## src/common/eviction_macros.svh

```systemverilog
`ifndef EVICTION_MACROS_SVH
`define EVICTION_MACROS_SVH

`define EWB_ENTRIES 4
`define EWB_LINE_W 128
`define EWB_ADDR_W 12

// Register port
`define EWB_REG_W 32
`define EWB_REG_ADR_W 2
`define EWB_REG_CTRL 2'd0
`define EWB_REG_STATUS 2'd1
`define EWB_REG_HITS 2'd2

// REG_CTRL bits
`define EWB_CTRL_ENABLE 0
`define EWB_CTRL_FLUSH 1

`endif
```

## src/common/lc3b_types.sv

```systemverilog
package lc3b_types;

`include "eviction_macros.svh"

typedef logic [`EWB_ADDR_W-1:0] lc3b_line_addr;	// Word address bits 15:4
typedef logic [`EWB_LINE_W-1:0] lc3b_line;
typedef logic [`EWB_LINE_W/8-1:0] lc3b_line_mask;	// One bit per byte lane
typedef logic [$clog2(`EWB_ENTRIES)-1:0] ewb_way_t;

typedef enum logic [2:0] {
	IDLE,
	CPU_ACK,	// Buffer access, ack follows
	WB_LRU,	// Write back the PLRU victim
	FILL_READ,	// Read miss, or partial write miss that needs the rest of the line
	BYPASS,
	FLUSH_SCAN,
	FLUSH_WRITE
} ewb_state_e;

// Word offsets on the register port
typedef enum logic [`EWB_REG_ADR_W-1:0] {
	REG_CTRL = `EWB_REG_CTRL,
	REG_STATUS = `EWB_REG_STATUS,
	REG_HITS = `EWB_REG_HITS
} ewb_reg_e;

endpackage: lc3b_types

```

## src/source/victim_buffer_top.sv

```systemverilog
`timescale 1ns/1ns
`include "eviction_macros.svh"

module victim_buffer_top import lc3b_types::*; (
	input logic clk,
	input logic arst_n,

	// CPU side
	input logic cpu_cyc,
	input logic cpu_stb,
	input logic cpu_we,
	input lc3b_line_addr cpu_adr,
	input lc3b_line_mask cpu_sel,
	input lc3b_line cpu_dat_w,
	output lc3b_line cpu_dat_r,
	output logic cpu_ack,

	// Physical memory
	output logic mem_cyc,
	output logic mem_stb,
	output logic mem_we,
	output lc3b_line_addr mem_adr,
	output lc3b_line_mask mem_sel,
	output lc3b_line mem_dat_w,
	input lc3b_line mem_dat_r,
	input logic mem_ack,

	// Registers
	input logic cfg_cyc,
	input logic cfg_stb,
	input logic cfg_we,
	input logic [`EWB_REG_ADR_W-1:0] cfg_adr,
	input logic [`EWB_REG_W-1:0] cfg_dat_w,
	output logic [`EWB_REG_W-1:0] cfg_dat_r,
	output logic cfg_ack
);

logic enable;
logic flush_start;
logic busy;
logic [`EWB_ENTRIES-1:0] valid_mask;
logic hit_pulse;

eviction_wb evict_i (.*);

eviction_regs regs_i (.*);

endmodule: victim_buffer_top

```

## src/source/eviction_regs.sv

```systemverilog
`timescale 1ns/1ns
`include "eviction_macros.svh"

module eviction_regs import lc3b_types::*; (
	input logic clk,
	input logic arst_n,
	input logic cfg_cyc,
	input logic cfg_stb,
	input logic cfg_we,
	input logic [`EWB_REG_ADR_W-1:0] cfg_adr,
	input logic [`EWB_REG_W-1:0] cfg_dat_w,
	output logic [`EWB_REG_W-1:0] cfg_dat_r,
	output logic cfg_ack,
	input logic busy,
	input logic [`EWB_ENTRIES-1:0] valid_mask,
	input logic hit_pulse,
	output logic enable,
	output logic flush_start
);

logic cfg_req;
logic cfg_wr;
logic [`EWB_REG_W-1:0] hit_count;

assign cfg_req = cfg_cyc && cfg_stb && !cfg_ack;	// Held STB is taken once
assign cfg_wr = cfg_req && cfg_we;

always_ff @(posedge clk or negedge arst_n) begin
	if (!arst_n) begin
		cfg_ack <= 1'b0;
		enable <= 1'b1;
		flush_start <= 1'b0;
		hit_count <= '0;
	end else begin
		cfg_ack <= cfg_req;
		flush_start <= 1'b0;
		if (cfg_wr && cfg_adr == REG_CTRL) begin
			enable <= cfg_dat_w[`EWB_CTRL_ENABLE];
			flush_start <= cfg_dat_w[`EWB_CTRL_FLUSH];
		end
		if (cfg_wr && cfg_adr == REG_HITS)
			hit_count <= '0;
		else if (hit_pulse && !(&hit_count))
			hit_count <= hit_count + 1'b1;	// Saturates
	end
end

always_ff @(posedge clk) begin
	if (cfg_req) begin
		case (cfg_adr)
		REG_CTRL: cfg_dat_r <= `EWB_REG_W'(enable);	// Flush bit reads 0
		REG_STATUS: cfg_dat_r <= `EWB_REG_W'({busy, valid_mask});
		REG_HITS: cfg_dat_r <= hit_count;
		default: cfg_dat_r <= '0;
		endcase
	end
end

flush_pulse: assert property (@(posedge clk) disable iff (!arst_n)
	flush_start |=> !flush_start);

endmodule: eviction_regs

```

## src/eviction_wb/eviction_wb.sv

```systemverilog
`timescale 1ns/1ns
`include "eviction_macros.svh"

module eviction_wb import lc3b_types::*; (
	input logic clk,
	input logic arst_n,

	input logic cpu_cyc,
	input logic cpu_stb,
	input logic cpu_we,
	input lc3b_line_addr cpu_adr,
	input lc3b_line_mask cpu_sel,
	input lc3b_line cpu_dat_w,
	output lc3b_line cpu_dat_r,
	output logic cpu_ack,

	output logic mem_cyc,
	output logic mem_stb,
	output logic mem_we,
	output lc3b_line_addr mem_adr,
	output lc3b_line_mask mem_sel,
	output lc3b_line mem_dat_w,
	input lc3b_line mem_dat_r,
	input logic mem_ack,

	input logic enable,
	input logic flush_start,
	output logic busy,
	output logic [`EWB_ENTRIES-1:0] valid_mask,
	output logic hit_pulse
);

logic [`EWB_ENTRIES-1:0] load_entry;
logic merge_cpu;
logic clear_valid;
logic lru_touch;
logic wb_sel_lru;
ewb_way_t flush_idx;
logic fwd_sel;
logic hit;
ewb_way_t hit_way;
logic full;
ewb_way_t lru_way;

// Bypass writes keep the CPU byte lanes, all other traffic moves whole lines
assign mem_sel = (fwd_sel && mem_we) ? cpu_sel : '1;

eviction_wb_datapath datapath_i (.*);

eviction_wb_control control_i (.*);

endmodule: eviction_wb

```

## src/eviction_wb/eviction_wb_control.sv

```systemverilog
`timescale 1ns/1ns
`include "eviction_macros.svh"

module eviction_wb_control import lc3b_types::*; (
	input logic clk,
	input logic arst_n,
	input logic cpu_cyc,
	input logic cpu_stb,
	input logic cpu_we,
	input lc3b_line_mask cpu_sel,
	input logic mem_ack,
	input logic enable,
	input logic flush_start,
	input logic hit,
	input ewb_way_t hit_way,
	input logic full,
	input logic [`EWB_ENTRIES-1:0] valid_mask,
	input ewb_way_t lru_way,
	output logic cpu_ack,
	output logic mem_cyc,
	output logic mem_stb,
	output logic mem_we,
	output logic [`EWB_ENTRIES-1:0] load_entry,
	output logic merge_cpu,
	output logic clear_valid,
	output logic lru_touch,
	output logic wb_sel_lru,
	output ewb_way_t flush_idx,
	output logic busy,
	output logic hit_pulse,
	output logic fwd_sel
);

localparam int WAY_W = $bits(ewb_way_t);

ewb_state_e state;
ewb_state_e state_next;
ewb_way_t flush_idx_next;
ewb_way_t alloc_way;
logic ack_q;
logic flush_pend;
logic cpu_req;
logic full_sel;
logic [WAY_W:0] first_valid;	// {found, way}
logic [WAY_W:0] after_valid;

// Lowest valid way at or above from
function automatic logic [WAY_W:0] find_valid(input logic [`EWB_ENTRIES-1:0] mask,
		input int from);
	logic [WAY_W:0] found;
	found = '0;
	for (int i = `EWB_ENTRIES - 1; i >= 0; i--) begin
		if (mask[i] && i >= from)
			found = {1'b1, ewb_way_t'(i)};
	end
	return found;
endfunction

assign first_valid = find_valid(valid_mask, 0);
assign after_valid = find_valid(valid_mask, int'(flush_idx) + 1);

// Lowest free way, PLRU victim when full
always_comb begin
	alloc_way = lru_way;
	for (int i = `EWB_ENTRIES - 1; i >= 0; i--) begin
		if (!valid_mask[i])
			alloc_way = ewb_way_t'(i);
	end
end

assign cpu_req = cpu_cyc && cpu_stb && !ack_q;	// Not the request being acked
assign full_sel = &cpu_sel;

always_comb begin
	state_next = state;
	flush_idx_next = flush_idx;
	load_entry = '0;
	merge_cpu = 1'b0;
	clear_valid = 1'b0;
	lru_touch = 1'b0;
	case (state)
	IDLE: begin
		if (flush_pend) begin
			state_next = FLUSH_SCAN;
		end else if (cpu_req) begin
			if (hit)
				state_next = CPU_ACK;
			else if (!cpu_we)
				state_next = FILL_READ;
			else if (!enable)
				state_next = BYPASS;
			else if (full)
				state_next = WB_LRU;
			else if (full_sel)
				state_next = CPU_ACK;
			else
				state_next = FILL_READ;
		end
	end
	CPU_ACK: begin
		if (cpu_we) begin
			load_entry[hit ? hit_way : alloc_way] = 1'b1;
			merge_cpu = 1'b1;
		end
		lru_touch = 1'b1;
		state_next = IDLE;
	end
	WB_LRU: begin
		if (mem_ack)
			state_next = full_sel ? CPU_ACK : FILL_READ;
	end
	FILL_READ: begin
		if (mem_ack) begin
			if (cpu_we) begin
				load_entry[alloc_way] = 1'b1;	// Memory line under the CPU bytes
				lru_touch = 1'b1;
			end
			state_next = IDLE;
		end
	end
	BYPASS: begin
		if (mem_ack)
			state_next = IDLE;
	end
	FLUSH_SCAN: begin
		if (first_valid[WAY_W]) begin
			flush_idx_next = first_valid[WAY_W-1:0];
			state_next = FLUSH_WRITE;
		end else begin
			clear_valid = 1'b1;
			state_next = IDLE;
		end
	end
	FLUSH_WRITE: begin
		if (mem_ack) begin
			if (after_valid[WAY_W]) begin
				flush_idx_next = after_valid[WAY_W-1:0];
			end else begin
				clear_valid = 1'b1;
				state_next = IDLE;
			end
		end
	end
	default: state_next = IDLE;
	endcase
end

always_ff @(posedge clk or negedge arst_n) begin
	if (!arst_n) begin
		state <= IDLE;
		flush_idx <= '0;
		ack_q <= 1'b0;
		flush_pend <= 1'b0;
	end else begin
		state <= state_next;
		flush_idx <= flush_idx_next;
		ack_q <= (state == CPU_ACK);
		if (flush_start && !busy)
			flush_pend <= 1'b1;
		else if (state == IDLE)
			flush_pend <= 1'b0;
	end
end

assign mem_cyc = state inside {WB_LRU, FILL_READ, BYPASS, FLUSH_WRITE};
assign mem_stb = mem_cyc;
assign mem_we = state inside {WB_LRU, BYPASS, FLUSH_WRITE};
assign wb_sel_lru = (state == WB_LRU);
assign fwd_sel = state inside {FILL_READ, BYPASS};
assign cpu_ack = ack_q || (fwd_sel && mem_ack);	// Forwarded data is valid only with mem_ack
assign busy = flush_pend || (state inside {WB_LRU, FILL_READ, BYPASS, FLUSH_SCAN, FLUSH_WRITE});
assign hit_pulse = (state == CPU_ACK) && hit;

cpu_ack_single: assert property (@(posedge clk) disable iff (!arst_n)
	cpu_ack |=> !cpu_ack);

// Memory request held until acked
mem_req_hold: assert property (@(posedge clk) disable iff (!arst_n)
	mem_stb && !mem_ack |=> mem_cyc && mem_stb && $stable(mem_we) && $stable(wb_sel_lru));

// One load at a time, into a free way unless it hits or the buffer is full
load_onehot: assert property (@(posedge clk) disable iff (!arst_n)
	$onehot0(load_entry) && ((load_entry & valid_mask) == '0 || hit || full));

endmodule: eviction_wb_control

```

## src/eviction_wb/eviction_wb_datapath.sv

```systemverilog
`timescale 1ns/1ns
`include "eviction_macros.svh"

module eviction_wb_datapath import lc3b_types::*; (
	input logic clk,
	input logic arst_n,
	input lc3b_line_addr cpu_adr,
	input lc3b_line_mask cpu_sel,
	input lc3b_line cpu_dat_w,
	input lc3b_line mem_dat_r,
	input logic [`EWB_ENTRIES-1:0] load_entry,
	input logic merge_cpu,
	input logic clear_valid,
	input logic lru_touch,
	input logic wb_sel_lru,
	input ewb_way_t flush_idx,
	input logic fwd_sel,
	output logic hit,
	output ewb_way_t hit_way,
	output logic full,
	output logic [`EWB_ENTRIES-1:0] valid_mask,
	output ewb_way_t lru_way,
	output lc3b_line cpu_dat_r,
	output lc3b_line_addr mem_adr,
	output lc3b_line mem_dat_w
);

lc3b_line_addr tags [`EWB_ENTRIES];
lc3b_line lines [`EWB_ENTRIES];
logic [`EWB_ENTRIES-1:0] valid;
logic [`EWB_ENTRIES-1:0] hit_vec;
logic [2:0] plru;	// [0] root, [1] ways 0/1, [2] ways 2/3
ewb_way_t touch_way;
ewb_way_t wb_idx;

function automatic lc3b_line merge_bytes(input lc3b_line base, input lc3b_line wdata,
		input lc3b_line_mask sel);
	lc3b_line result;
	result = base;
	for (int b = 0; b < $bits(lc3b_line_mask); b++) begin
		if (sel[b])
			result[8*b +: 8] = wdata[8*b +: 8];
	end
	return result;
endfunction

always_comb begin
	hit_way = '0;
	for (int i = 0; i < `EWB_ENTRIES; i++) begin
		hit_vec[i] = valid[i] && (tags[i] == cpu_adr);
		if (hit_vec[i])
			hit_way = ewb_way_t'(i);
	end
end

assign hit = |hit_vec;
assign full = &valid;
assign valid_mask = valid;

// A load names its own way, a plain read hit touches the hit way
always_comb begin
	touch_way = hit_way;
	for (int i = 0; i < `EWB_ENTRIES; i++) begin
		if (load_entry[i])
			touch_way = ewb_way_t'(i);
	end
end

always_ff @(posedge clk or negedge arst_n) begin
	if (!arst_n) begin
		valid <= '0;
		plru <= '0;
	end else begin
		if (clear_valid)
			valid <= '0;
		else
			valid <= valid | load_entry;
		if (lru_touch) begin
			// Point the tree at the other half and the sibling
			if (!touch_way[1]) begin
				plru[0] <= 1'b1;
				plru[1] <= ~touch_way[0];
			end else begin
				plru[0] <= 1'b0;
				plru[2] <= ~touch_way[0];
			end
		end
	end
end

assign lru_way = plru[0] ? {1'b1, plru[2]} : {1'b0, plru[1]};

always_ff @(posedge clk) begin
	for (int i = 0; i < `EWB_ENTRIES; i++) begin
		if (load_entry[i]) begin
			tags[i] <= cpu_adr;
			lines[i] <= merge_bytes(merge_cpu ? lines[i] : mem_dat_r, cpu_dat_w, cpu_sel);
		end
	end
end

assign wb_idx = wb_sel_lru ? lru_way : flush_idx;

// Forwarded requests use the CPU address and data directly
assign mem_adr = fwd_sel ? cpu_adr : tags[wb_idx];
assign mem_dat_w = fwd_sel ? cpu_dat_w : lines[wb_idx];
assign cpu_dat_r = fwd_sel ? mem_dat_r : lines[hit_way];

endmodule: eviction_wb_datapath

```

## config.mk

```make
export PLATFORM = sky130hd
export DESIGN_NAME = victim_buffer_top
export DESIGN_NICKNAME = d
export VERILOG_FILES = /design/src/common/lc3b_types.sv /design/src/source/victim_buffer_top.sv /design/src/source/eviction_regs.sv /design/src/eviction_wb/eviction_wb.sv /design/src/eviction_wb/eviction_wb_control.sv /design/src/eviction_wb/eviction_wb_datapath.sv
export VERILOG_INCLUDE_DIRS = /design/src /design/src/common
export SDC_FILE = /design/constraint.sdc
export NUM_CORES = 1
export LEC_CHECK = 0
export BUFFER_PORTS_ARGS = -buffer_cell sky130_fd_sc_hd__buf_2
export CORE_AREA = 2 2 254 256
export CTS_CLUSTER_SIZE = 12
export DETAILED_ROUTE_END_ITERATION = 6
export DIE_AREA = 0 0 256 258
export PLACE_DENSITY = 0.83
export SLEW_MARGIN = 20
export SYNTH_ARGS = -nofsm -noshare
export SYNTH_HDL_FRONTEND = slang
export SYNTH_SLANG_ARGS = --single-unit
export TNS_END_PERCENT = 1
```

## constraint.sdc

```tcl
create_clock -name clk -period 7.8 [get_ports clk]
set_input_delay 1.95 -clock clk [delete_from_list [all_inputs] [get_ports clk]]
set_output_delay 1.95 -clock clk [all_outputs]
set_load 0.01 [all_outputs]
```

* Word level (Yosys, flattened, before mapping) *
Memory sizes are Yosys's and may differ from the RTL's.
Index checks and enable logic that the tools add are counted.

word-level totals
  bits in writable memories = 560
  memories = 2
  bits of input ports = 327
  output and inout bits = 321
  flip-flop bits (word level) = 81

operators by class
  order comparisons = 8
  add/sub/neg operators = 2
  equality and inequality tests = 83
  mux-type cells = 225
  reduce and logical (&&, ||, !) cells = 116
  bitwise operators = 3

memory list
  name                      words  bits a word  rd ports  clocked after Yosys merged registers in  wr ports  line                        RTL
  evict_i.datapath_i.lines  4      128          2         0                                        1         eviction_wb_datapath.sv:29  lc3b_line lines [`EWB_ENTRIES];
  evict_i.datapath_i.tags   4      12           5         0                                        1         eviction_wb_datapath.sv:28  lc3b_line_addr tags [`EWB_ENTRIES];

operators by type and width
  kind                                           number
  2-to-1 mux 128 bit                             9
  2-to-1 mux 8 bit                               128
  OR reduction 128 bit                           3
  inequality test 3 bit, second input constant   65
  AND reduction 2 bit                            66
  case mux 32 bit (3 select lines)               1
  2-to-1 mux 16 bit                              4
  2-to-1 mux 32 bit                              2
  2-to-1 mux 3 bit                               18
  == test 12 bit                                 4
  2-to-1 mux 12 bit                              4
  2-to-1 mux 2 bit                               24
  OR reduction 12 bit                            3
  adder 32 x 1 -> 32 bit, second input constant  1
  AND reduction 32 bit                           1
  2-to-1 mux 1 bit                               24
  logical AND 1 bit                              22
  2-to-1 mux 4 bit                               4
  AND reduction 16 bit                           1
  case mux 3 bit (5 select lines)                1
  inequality test 2 bit, second input constant   5
  == test 3 bit, second input constant           3
  case mux 4 bit (2 select lines)                1
  AND reduction 4 bit                            2
  26 further kinds                               41

* Depth between registers and ports, before layout *
Gate-level depths: netlist of run 1.
An unclocked memory read counts as a cell.

  depth after elaboration = 20
  depth in mapped cells = 11
  depth with buffers taken out = 8

* Modules after synthesis *
A second synthesis of run 1 with hierarchy kept.

second synthesis, totals
  cells, all modules = 2262
  area total of the unflattened synthesis = 33290.7 um^2

modules (own cells, without submodules)
  module                cells each  area each (um^2)  sequential area each (um^2)  times used
  eviction_wb_datapath  1836        29051.6           16991.3                      1
  eviction_regs         275         3124.2            1838.0                       1
  eviction_wb_control   131         949.7             175.2                        1
  eviction_wb           20          165.2             0.0                          1

* Least setup slack after synthesis of run 1 *
Ideal clock, no wire load.

  kind = input to output
  start point = input cpu_adr[9]
  end point = output cpu_dat_r[118]
  setup slack = 1.798 ns
  stages on the path = 10
  data required time = 5.850 ns
  path buffers = 3
  arrival time = 4.052 ns
  path through = clkbuf_1 xnor2_1 nand4_1 nor4_4 buf_2 buf_2 mux2i_1 a211oi_1 a21oi_1 o21ai_1

between the ends
  word-level cells in the longest chain between the ends = 7
  elaborated cells between the ends (all ways) = 11

RTL lines
  element                      line                         RTL
  start, declared              victim_buffer_top.sv:12      input lc3b_line_addr cpu_adr,
  == test 12 bit               eviction_wb_datapath.sv:50   hit_vec[i] = valid[i] && (tags[i] == cpu_adr);
  logical AND 1 bit            eviction_wb_datapath.sv:50
  2-to-1 mux 1 bit             eviction_wb_datapath.sv:51   if (hit_vec[i])
  2-to-1 mux 2 bit             eviction_wb_datapath.sv:51
  2-to-1 mux 2 bit *           eviction_wb_datapath.sv:51
  memory read (4 x 128 bit) *  -
  2-to-1 mux 128 bit *         eviction_wb_datapath.sv:107  assign cpu_dat_r = fwd_sel ? mem_dat_r : lines[hit_way];
  end, declared                victim_buffer_top.sv:15      output lc3b_line cpu_dat_r,

Mark *: on every way between the ends. The rest lies on a longest branch, timed or not.

* Worst setup path in the final report of run 1 *
  start point = input cpu_adr[7]
  end point = output cpu_dat_r[2]

Same word-level chain as after synthesis.

==> results of run 1 <==
worst min path at each step:
stage | startpoint | endpoint
6_report | evict_i.datapath_i.plru[2] | evict_i.datapath_i.plru[2]
5_1_grt | evict_i.datapath_i.plru[2] | evict_i.datapath_i.plru[2]
4_1_cts | evict_i.datapath_i.plru[2] | evict_i.datapath_i.plru[2]
3_5_place_dp | evict_i.datapath_i.plru[2] | evict_i.datapath_i.plru[2]
3_3_place_gp | evict_i.datapath_i.plru[2] | evict_i.datapath_i.plru[2]
2_1_floorplan | evict_i.datapath_i.plru[2] | evict_i.datapath_i.plru[2]
layout by cell type (no fill, tap or decap), drive strengths merged, types with 14 or more instances in the layout:
| cell | n |
|---|---|
| a211oi | 129 |
| a21oi | 143 |
| and2 | 29 |
| buf | 654 |
| clkbuf | 90 |
| clkinv | 18 |
| dfrtp | 48 |
| edfxtp | 592 |
| inv | 23 |
| mux2 | 272 |
| mux2i | 133 |
| mux4 | 140 |
| nand2 | 174 |
| nand3 | 17 |
| nand4 | 26 |
| nor2 | 240 |
| nor3 | 14 |
| o21ai | 146 |
| or3 | 24 |
| xnor2 | 54 |
power groups by stage:
stage                     combinational (W)  sequential [W]  clock (W)
after floorplan                     0.00322         0.00426          0
after global placement              0.00484         0.00430          0
after detailed placement            0.00486         0.00432          0
after CTS                           0.00490         0.00425    0.00300
after global routing                0.00521         0.00428    0.00312
final                               0.00491         0.00425    0.00297
worst reg2reg max path: stages, from the launching register on:
cell and delay, ps:
edfxtp_1 410, xnor2_1 180, nand4_1 220, or4_4 860, buf_12 300, buf_4 250
nand2b_1 210, o21ai_0 170, o21a_1 510, buf_4 360, nor2_1 710
registers in the layout, indices dropped and copies added, names as in the netlist:
name and count:
regs_i.cfg_dat_r 32, evict_i.control_i.flush_pend 1, evict_i.control_i.ack_q 1, evict_i.datapath_i.tags 48, regs_i.hit_count 32, evict_i.control_i.flush_idx 2
evict_i.control_i.state 3, regs_i.cfg_ack 1, regs_i.flush_start 1, regs_i.enable 1, evict_i.datapath_i.lines 512, evict_i.datapath_i.valid_mask 4
evict_i.datapath_i.plru 3
per-stage QoR:
stage | setup WS [ps] | hold slack, ps | instance area [um2]
final | 976.4 | 487.3 | 39250
after global routing | 923.8 | 507.3 | 39250
after global placement | 1166 | 466.8 | 37210
after floorplan | 1798 | 442.9 | 33350
after CTS | 1079 | 491.2 | 39210
after detailed placement | 1125 | 475.8 | 37210
cell type report:
class | instances | area share, %
multi-input cells | 1645 | 34.49
repair buffers | 654 | 9.040
flip-flops and latches | 641 | 48.42
clock buffers | 90 | 4.679
clock inverters | 21 | 0.4112
diodes | 6 | 0.03825
inverters | 21 | 0.2008
well taps | 855 | 2.725
metal layers:
layer,GRT usage (%),wire length [um],vias to the layer above
li1,-,-,10730
met1,33.85,34020,11810
met2,45.90,45940,1301
met3,4.309,7915,207
met4,12.07,3806,2
met5,0,17,-
cell families (layout without fill, tap and decap cells):
family / after synthesis / after routing
other: 0 / 6
DFF: 641 / 641
buffers and inverters: 221 / 786
xor gates and xnor gates: 62 / 62
AOI/OAI and AO/OA: 466 / 466
muxes: 545 / 545
and+or+nand+nor: 571 / 571
adders and majority gates: 1 / 1
==> results.cfg, run 1 <==
[status]
status = finished clean

[finish]
seqCellArea_mm2 = 0.01900
synthToLayoutAreaGrowth_pct = 17.70
layout.nets = 3359
drive_gt1_share_pct = 38.09
multi_input_area_mm2 = 0.01354
instances_no_fill = 3933
fin_util_pct = 61.67
fill_cells = 4710

[worst_setup_path]
cp_top_family = compound AO/OA/AOI/OAI gates
critical_path_depth = 10
worstPathBufferInverterCount = 3
r2r_slack_ps = 3240
cpMaxStageDelayCell = nor4_4
cp_common_cell = buf_2
path_class = in -> out
r2r-start = evict_i.datapath_i.tags[2][7]
critPathMaxFanout = 72
r2r_end = evict_i.datapath_i.lines[3][115]
cp-end-kind = primary output
cp-start-kind = primary input
crit_chain = buf_2, xnor2_1, nand4_1, nor4_4, buf_12, mux2i_1, a211oi_1, a21oi_1, o21ai_0, buf_2
crit_end = cpu_dat_r[2]
cpPeakStageDelay_ps = 450
crit_required_ps = 5850
cp-startpoint = cpu_adr[7]
r2r_cells = 10
arrival_ps = 4870

[detailed_routing]
firstDrtPassIters = 6
drtIter0Drc = 2322
drtAntennaViolNets = 0
drt-wirelength-per-cell_um = 23.32
drt-total-wl_um = 91700
routed_via_density = 6.115
via_count = 24050
drc = 0

[die]
rows = 93
coreArea_mm2 = 0.06365
die_area_mm2 = 0.06605
pin_count = 648
die_h_um = 258
die_w_um = 256
initial_core_util_pct = 52.40

[grt]
grt_pass1_wl_um = 135900
grt_pass1_vias = 23500
overflow = 0
antenna_found_initial = 7
grt_use_total_pct = 26.82
grt_max_degree = 155

[sta]
setup_tns_ps = 0
layout_min_cycle_time_ps = 6824
max_slew_margin_pct = 30.00
finalHoldViolations = 0
drv_slew = 0
final.setup_skew_ps = 26.64
setup_viol = 0
max_clock_freq_mhz = 146.6
period_share_pct = 87.48
rsz0062_at_grt = false
worstMarginPinSlew_ps = 1028

[synthesis]
yosysMostFrequentCell = edfxtp_1
netlist_area_mm2 = 0.03335
synth_simple_gate_area_share_pct = 7.714
avgSynthCellArea_um2 = 13.30
ys_seq_elements = 641
synthXorXnorAreaFrac_pct = 1.628
yosys_warnings = 0
synthArstFlopShare_pct = 7.644
synth_adder_area_share_pct = 0.03752
synthCells = 2507
synth.area.top_cells = edfxtp_1 53%, mux4_2 9.5%, mux2_2 9.2%
yosysTopAreaCellShare_pct = 53.31
synth_top_area_cell = edfxtp_1
synthMuxAreaShare_pct = 22.63
synth_fp_nets = 2835
synth_compound_area_share_pct = 8.393
synth_top_family_by_area = multiplexers
ys_types = 58
synth_ff_type = edfxtp_1
synth.yosys.seq_area_share_pct = 56.99
synth_edf_count = 592
synthTopCellsByCount = 592 x edfxtp_1, 272 x mux2_2, 240 x nor2_1

[worst_hold_path]
worstHoldPathCells = 2
worstHoldPathType = reg -> reg

[clocking]
h-tree-depth = 3
cts_tree = done
cts_hold_buf = 0
clkSinkCount = 641
post-cts-setup-buffers = 0
cts-root-buf = clkbuf_16
clk_latency_ps = 600
cts_buffers = 68
ctsResizeCount = 0
path_clk_slew_ps = 50
clk_path_buf_depth = 3

[pwr]
power.density_mw_per_mm2 = 309.1
peakVddDrop_mv = 0.2912
switching_share_pct = 33.67
clkPwrFrac_pct = 24.4
p_int_w = 0.008048
p_switching_w = 0.004085
power_frac_seq_pct = 35.1
total_power_w = 0.01213
comb_power_share_pct = 40.5
p_leak_nw = 14.08

[job]
max_cap_violations = 0

[placed_design]
io_buffers = 617
gp_congestion = 0.8892
dp_cells = 3815
dpl.hpwl_um = 62710
(Power assumes the default switching activity.)
==> run 2, diff against run 1 <==
CAP_MARGIN = 20   (was unset)
CTS_BUF_LIST = sky130_fd_sc_hd__clkbuf_2   (was unset)
SLEW_MARGIN = unset   (was 20)
==> results.cfg, run 2 (synthesis results as in run 1) <==
[status]
status = finished clean

[grt]
grt_max_degree = 155
grt_pass1_wl_um = 135100
grt_use_total_pct = 26.74
grt_pass1_vias = 23930
overflow = 0
antenna_found_initial = 10

[finish]
top_register = evict_i.datapath_i.lines
seqCellArea_mm2 = 0.01900
top_regs = evict_i.datapath_i.lines: 512 flops, evict_i.datapath_i.tags: 48 flops
fill_cells = 4840
final_common_cell = buf_2
layout.nets = 3447
final_cell_mix = 617 x buf_2, 592 x edfxtp_1, 272 x mux2_2
largest_reg_flops = 512
synthToLayoutAreaGrowth_pct = 15.86
drive_gt1_share_pct = 40.80
multi_input_area_mm2 = 0.01354
fin_util_pct = 60.70

[clocking]
post-cts-setup-buffers = 0
ctsResizeCount = 0
clk_latency_ps = 1280
h-tree-depth = 4
cts-root-buf = clkbuf_2
cts_hold_buf = 0
clk_path_buf_depth = 3
clkSinkCount = 641
path_clk_slew_ps = 100
cts_buffers = 156
cts_tree = done

[detailed_routing]
drtAntennaViolNets = 0
firstDrtPassIters = 7
drc = 0
via_count = 24510
drt-wirelength-per-cell_um = 22.15
routed_via_density = 5.979
drtIter0Drc = 2240
drt-total-wl_um = 90810

[worst_setup_path]
cp-end-kind = primary output
critPathMaxFanout = 29
crit_required_ps = 5850
cp-start-kind = flip-flop
arrival_ps = 5120
path_class = reg -> out

[die]
rows = 93
pin_count = 648
die_w_um = 256
initial_core_util_pct = 52.40
die_h_um = 258
die_area_mm2 = 0.06605
coreArea_mm2 = 0.06365

[sta]
worstMarginPinSlew_ps = 1071
layout_min_cycle_time_ps = 7070
setup_tns_ps = 0
drv_slew = 0
timing.final.ws_setup_ps = 729.7
finalHoldViolations = 0
setup_viol = 0
period_share_pct = 90.64
max_slew_margin_pct = 28.45
max_clock_freq_mhz = 141.4
final.setup_skew_ps = 85.81
rsz0062_at_grt = false

[placed_design]
gp_congestion = 0.8892
dpl.hpwl_um = 62750
io_buffers = 617
place_worst_setup_slack_ps = 1128

[job]
max_cap_violations = 0

[pwr]
peakVddDrop_mv = 0.2990
power.density_mw_per_mm2 = 292.4
p_leak_nw = 14.15

[worst_hold_path]
worstHoldPathType = reg -> reg
-- run 2: cell types whose count changed in the layout (fill, tap and decap cells not counted), moves of 3 or more --
| cell | delta |
|---|---|
| clkbuf_1 | -19 |
| clkbuf_16 | -70 |
| clkbuf_2 | +218 |
| clkinv_1 | +32 |
| clkinv_8 | -3 |
| diode_2 | +4 |
| inv_2 | +4 |
-- run 2: metrics by stage --
step,hold slack (ps),total power [W],instances,instance area (um2)
6_report,501.2,0.01130,4100,38640
5_1_grt,515.7,0.01183,4100,38640
4_1_cts,500.3,0.01132,4090,38610
3_5_place_dp,474.4,0.009190,3816,37230
3_3_place_gp,466.8,0.009133,3815,37210
2_1_floorplan,442.9,0.007473,2507,33350
-- run 2: final cells by class --
cell class	count	share of cell area, %
Clock buffer	218	2.824
Clock inverter	56	0.7481
Inverter	21	0.2040
Multi-Input combinational cell	1645	35.04
Antenna cell	10	0.06477
Timing Repair Buffer	654	9.165
Tap cell	855	2.769
Sequential cell	641	49.19
-- run 2: final timing paths --
path / depth (start not counted) / endpoint / from / slack [ps]
setup / recovery: 9 / mem_dat_w[7] / evict_i.control_i.state[1] / 730
hold / removal: 2 / evict_i.datapath_i.plru[2] / evict_i.datapath_i.plru[2] / 500
setup reg to reg: 10 / evict_i.datapath_i.lines[3][118] / evict_i.datapath_i.tags[2][7] / 3210
hold reg to reg: 2 / evict_i.datapath_i.plru[2] / evict_i.datapath_i.plru[2] / 500
max in group asynchronous: 2 / evict_i.control_i.flush_idx[1] / arst_n / 6470
min in group asynchronous: 2 / regs_i.cfg_ack / arst_n / 820
-- run 2: per-layer routing --
layer / part of all wire [%] / track usage, % / up-vias
met2: 50 / 45.37 / 1333
li1: - / - / 11030
met1: 37 / 33.17 / 11960
met4: 3.7 / 12.30 / 2
met3: 8.8 / 5.497 / 191
met5: 0.014 / 0 / -
-- run 2: power by group --
| group | internal (W) | total (W) | leakage, nW | switching, W |
|---|---|---|---|---|
| Sequential | 0.00410 | 0.00424 | 6.02 | 0.000145 |
| Clock | 0.000826 | 0.00215 | 1.05 | 0.00133 |
| Combinational | 0.00225 | 0.00490 | 7.09 | 0.00265 |
-- run 2: critical path: stages (launching register included) --
cell      delay [ps]
dfrtp_1          340
buf_4            400
nand2b_1         170
nor2_1           440
mux2i_4          920
buf_12           290
buf_4            290
mux4_2           540
mux2_2           310
buf_2            150
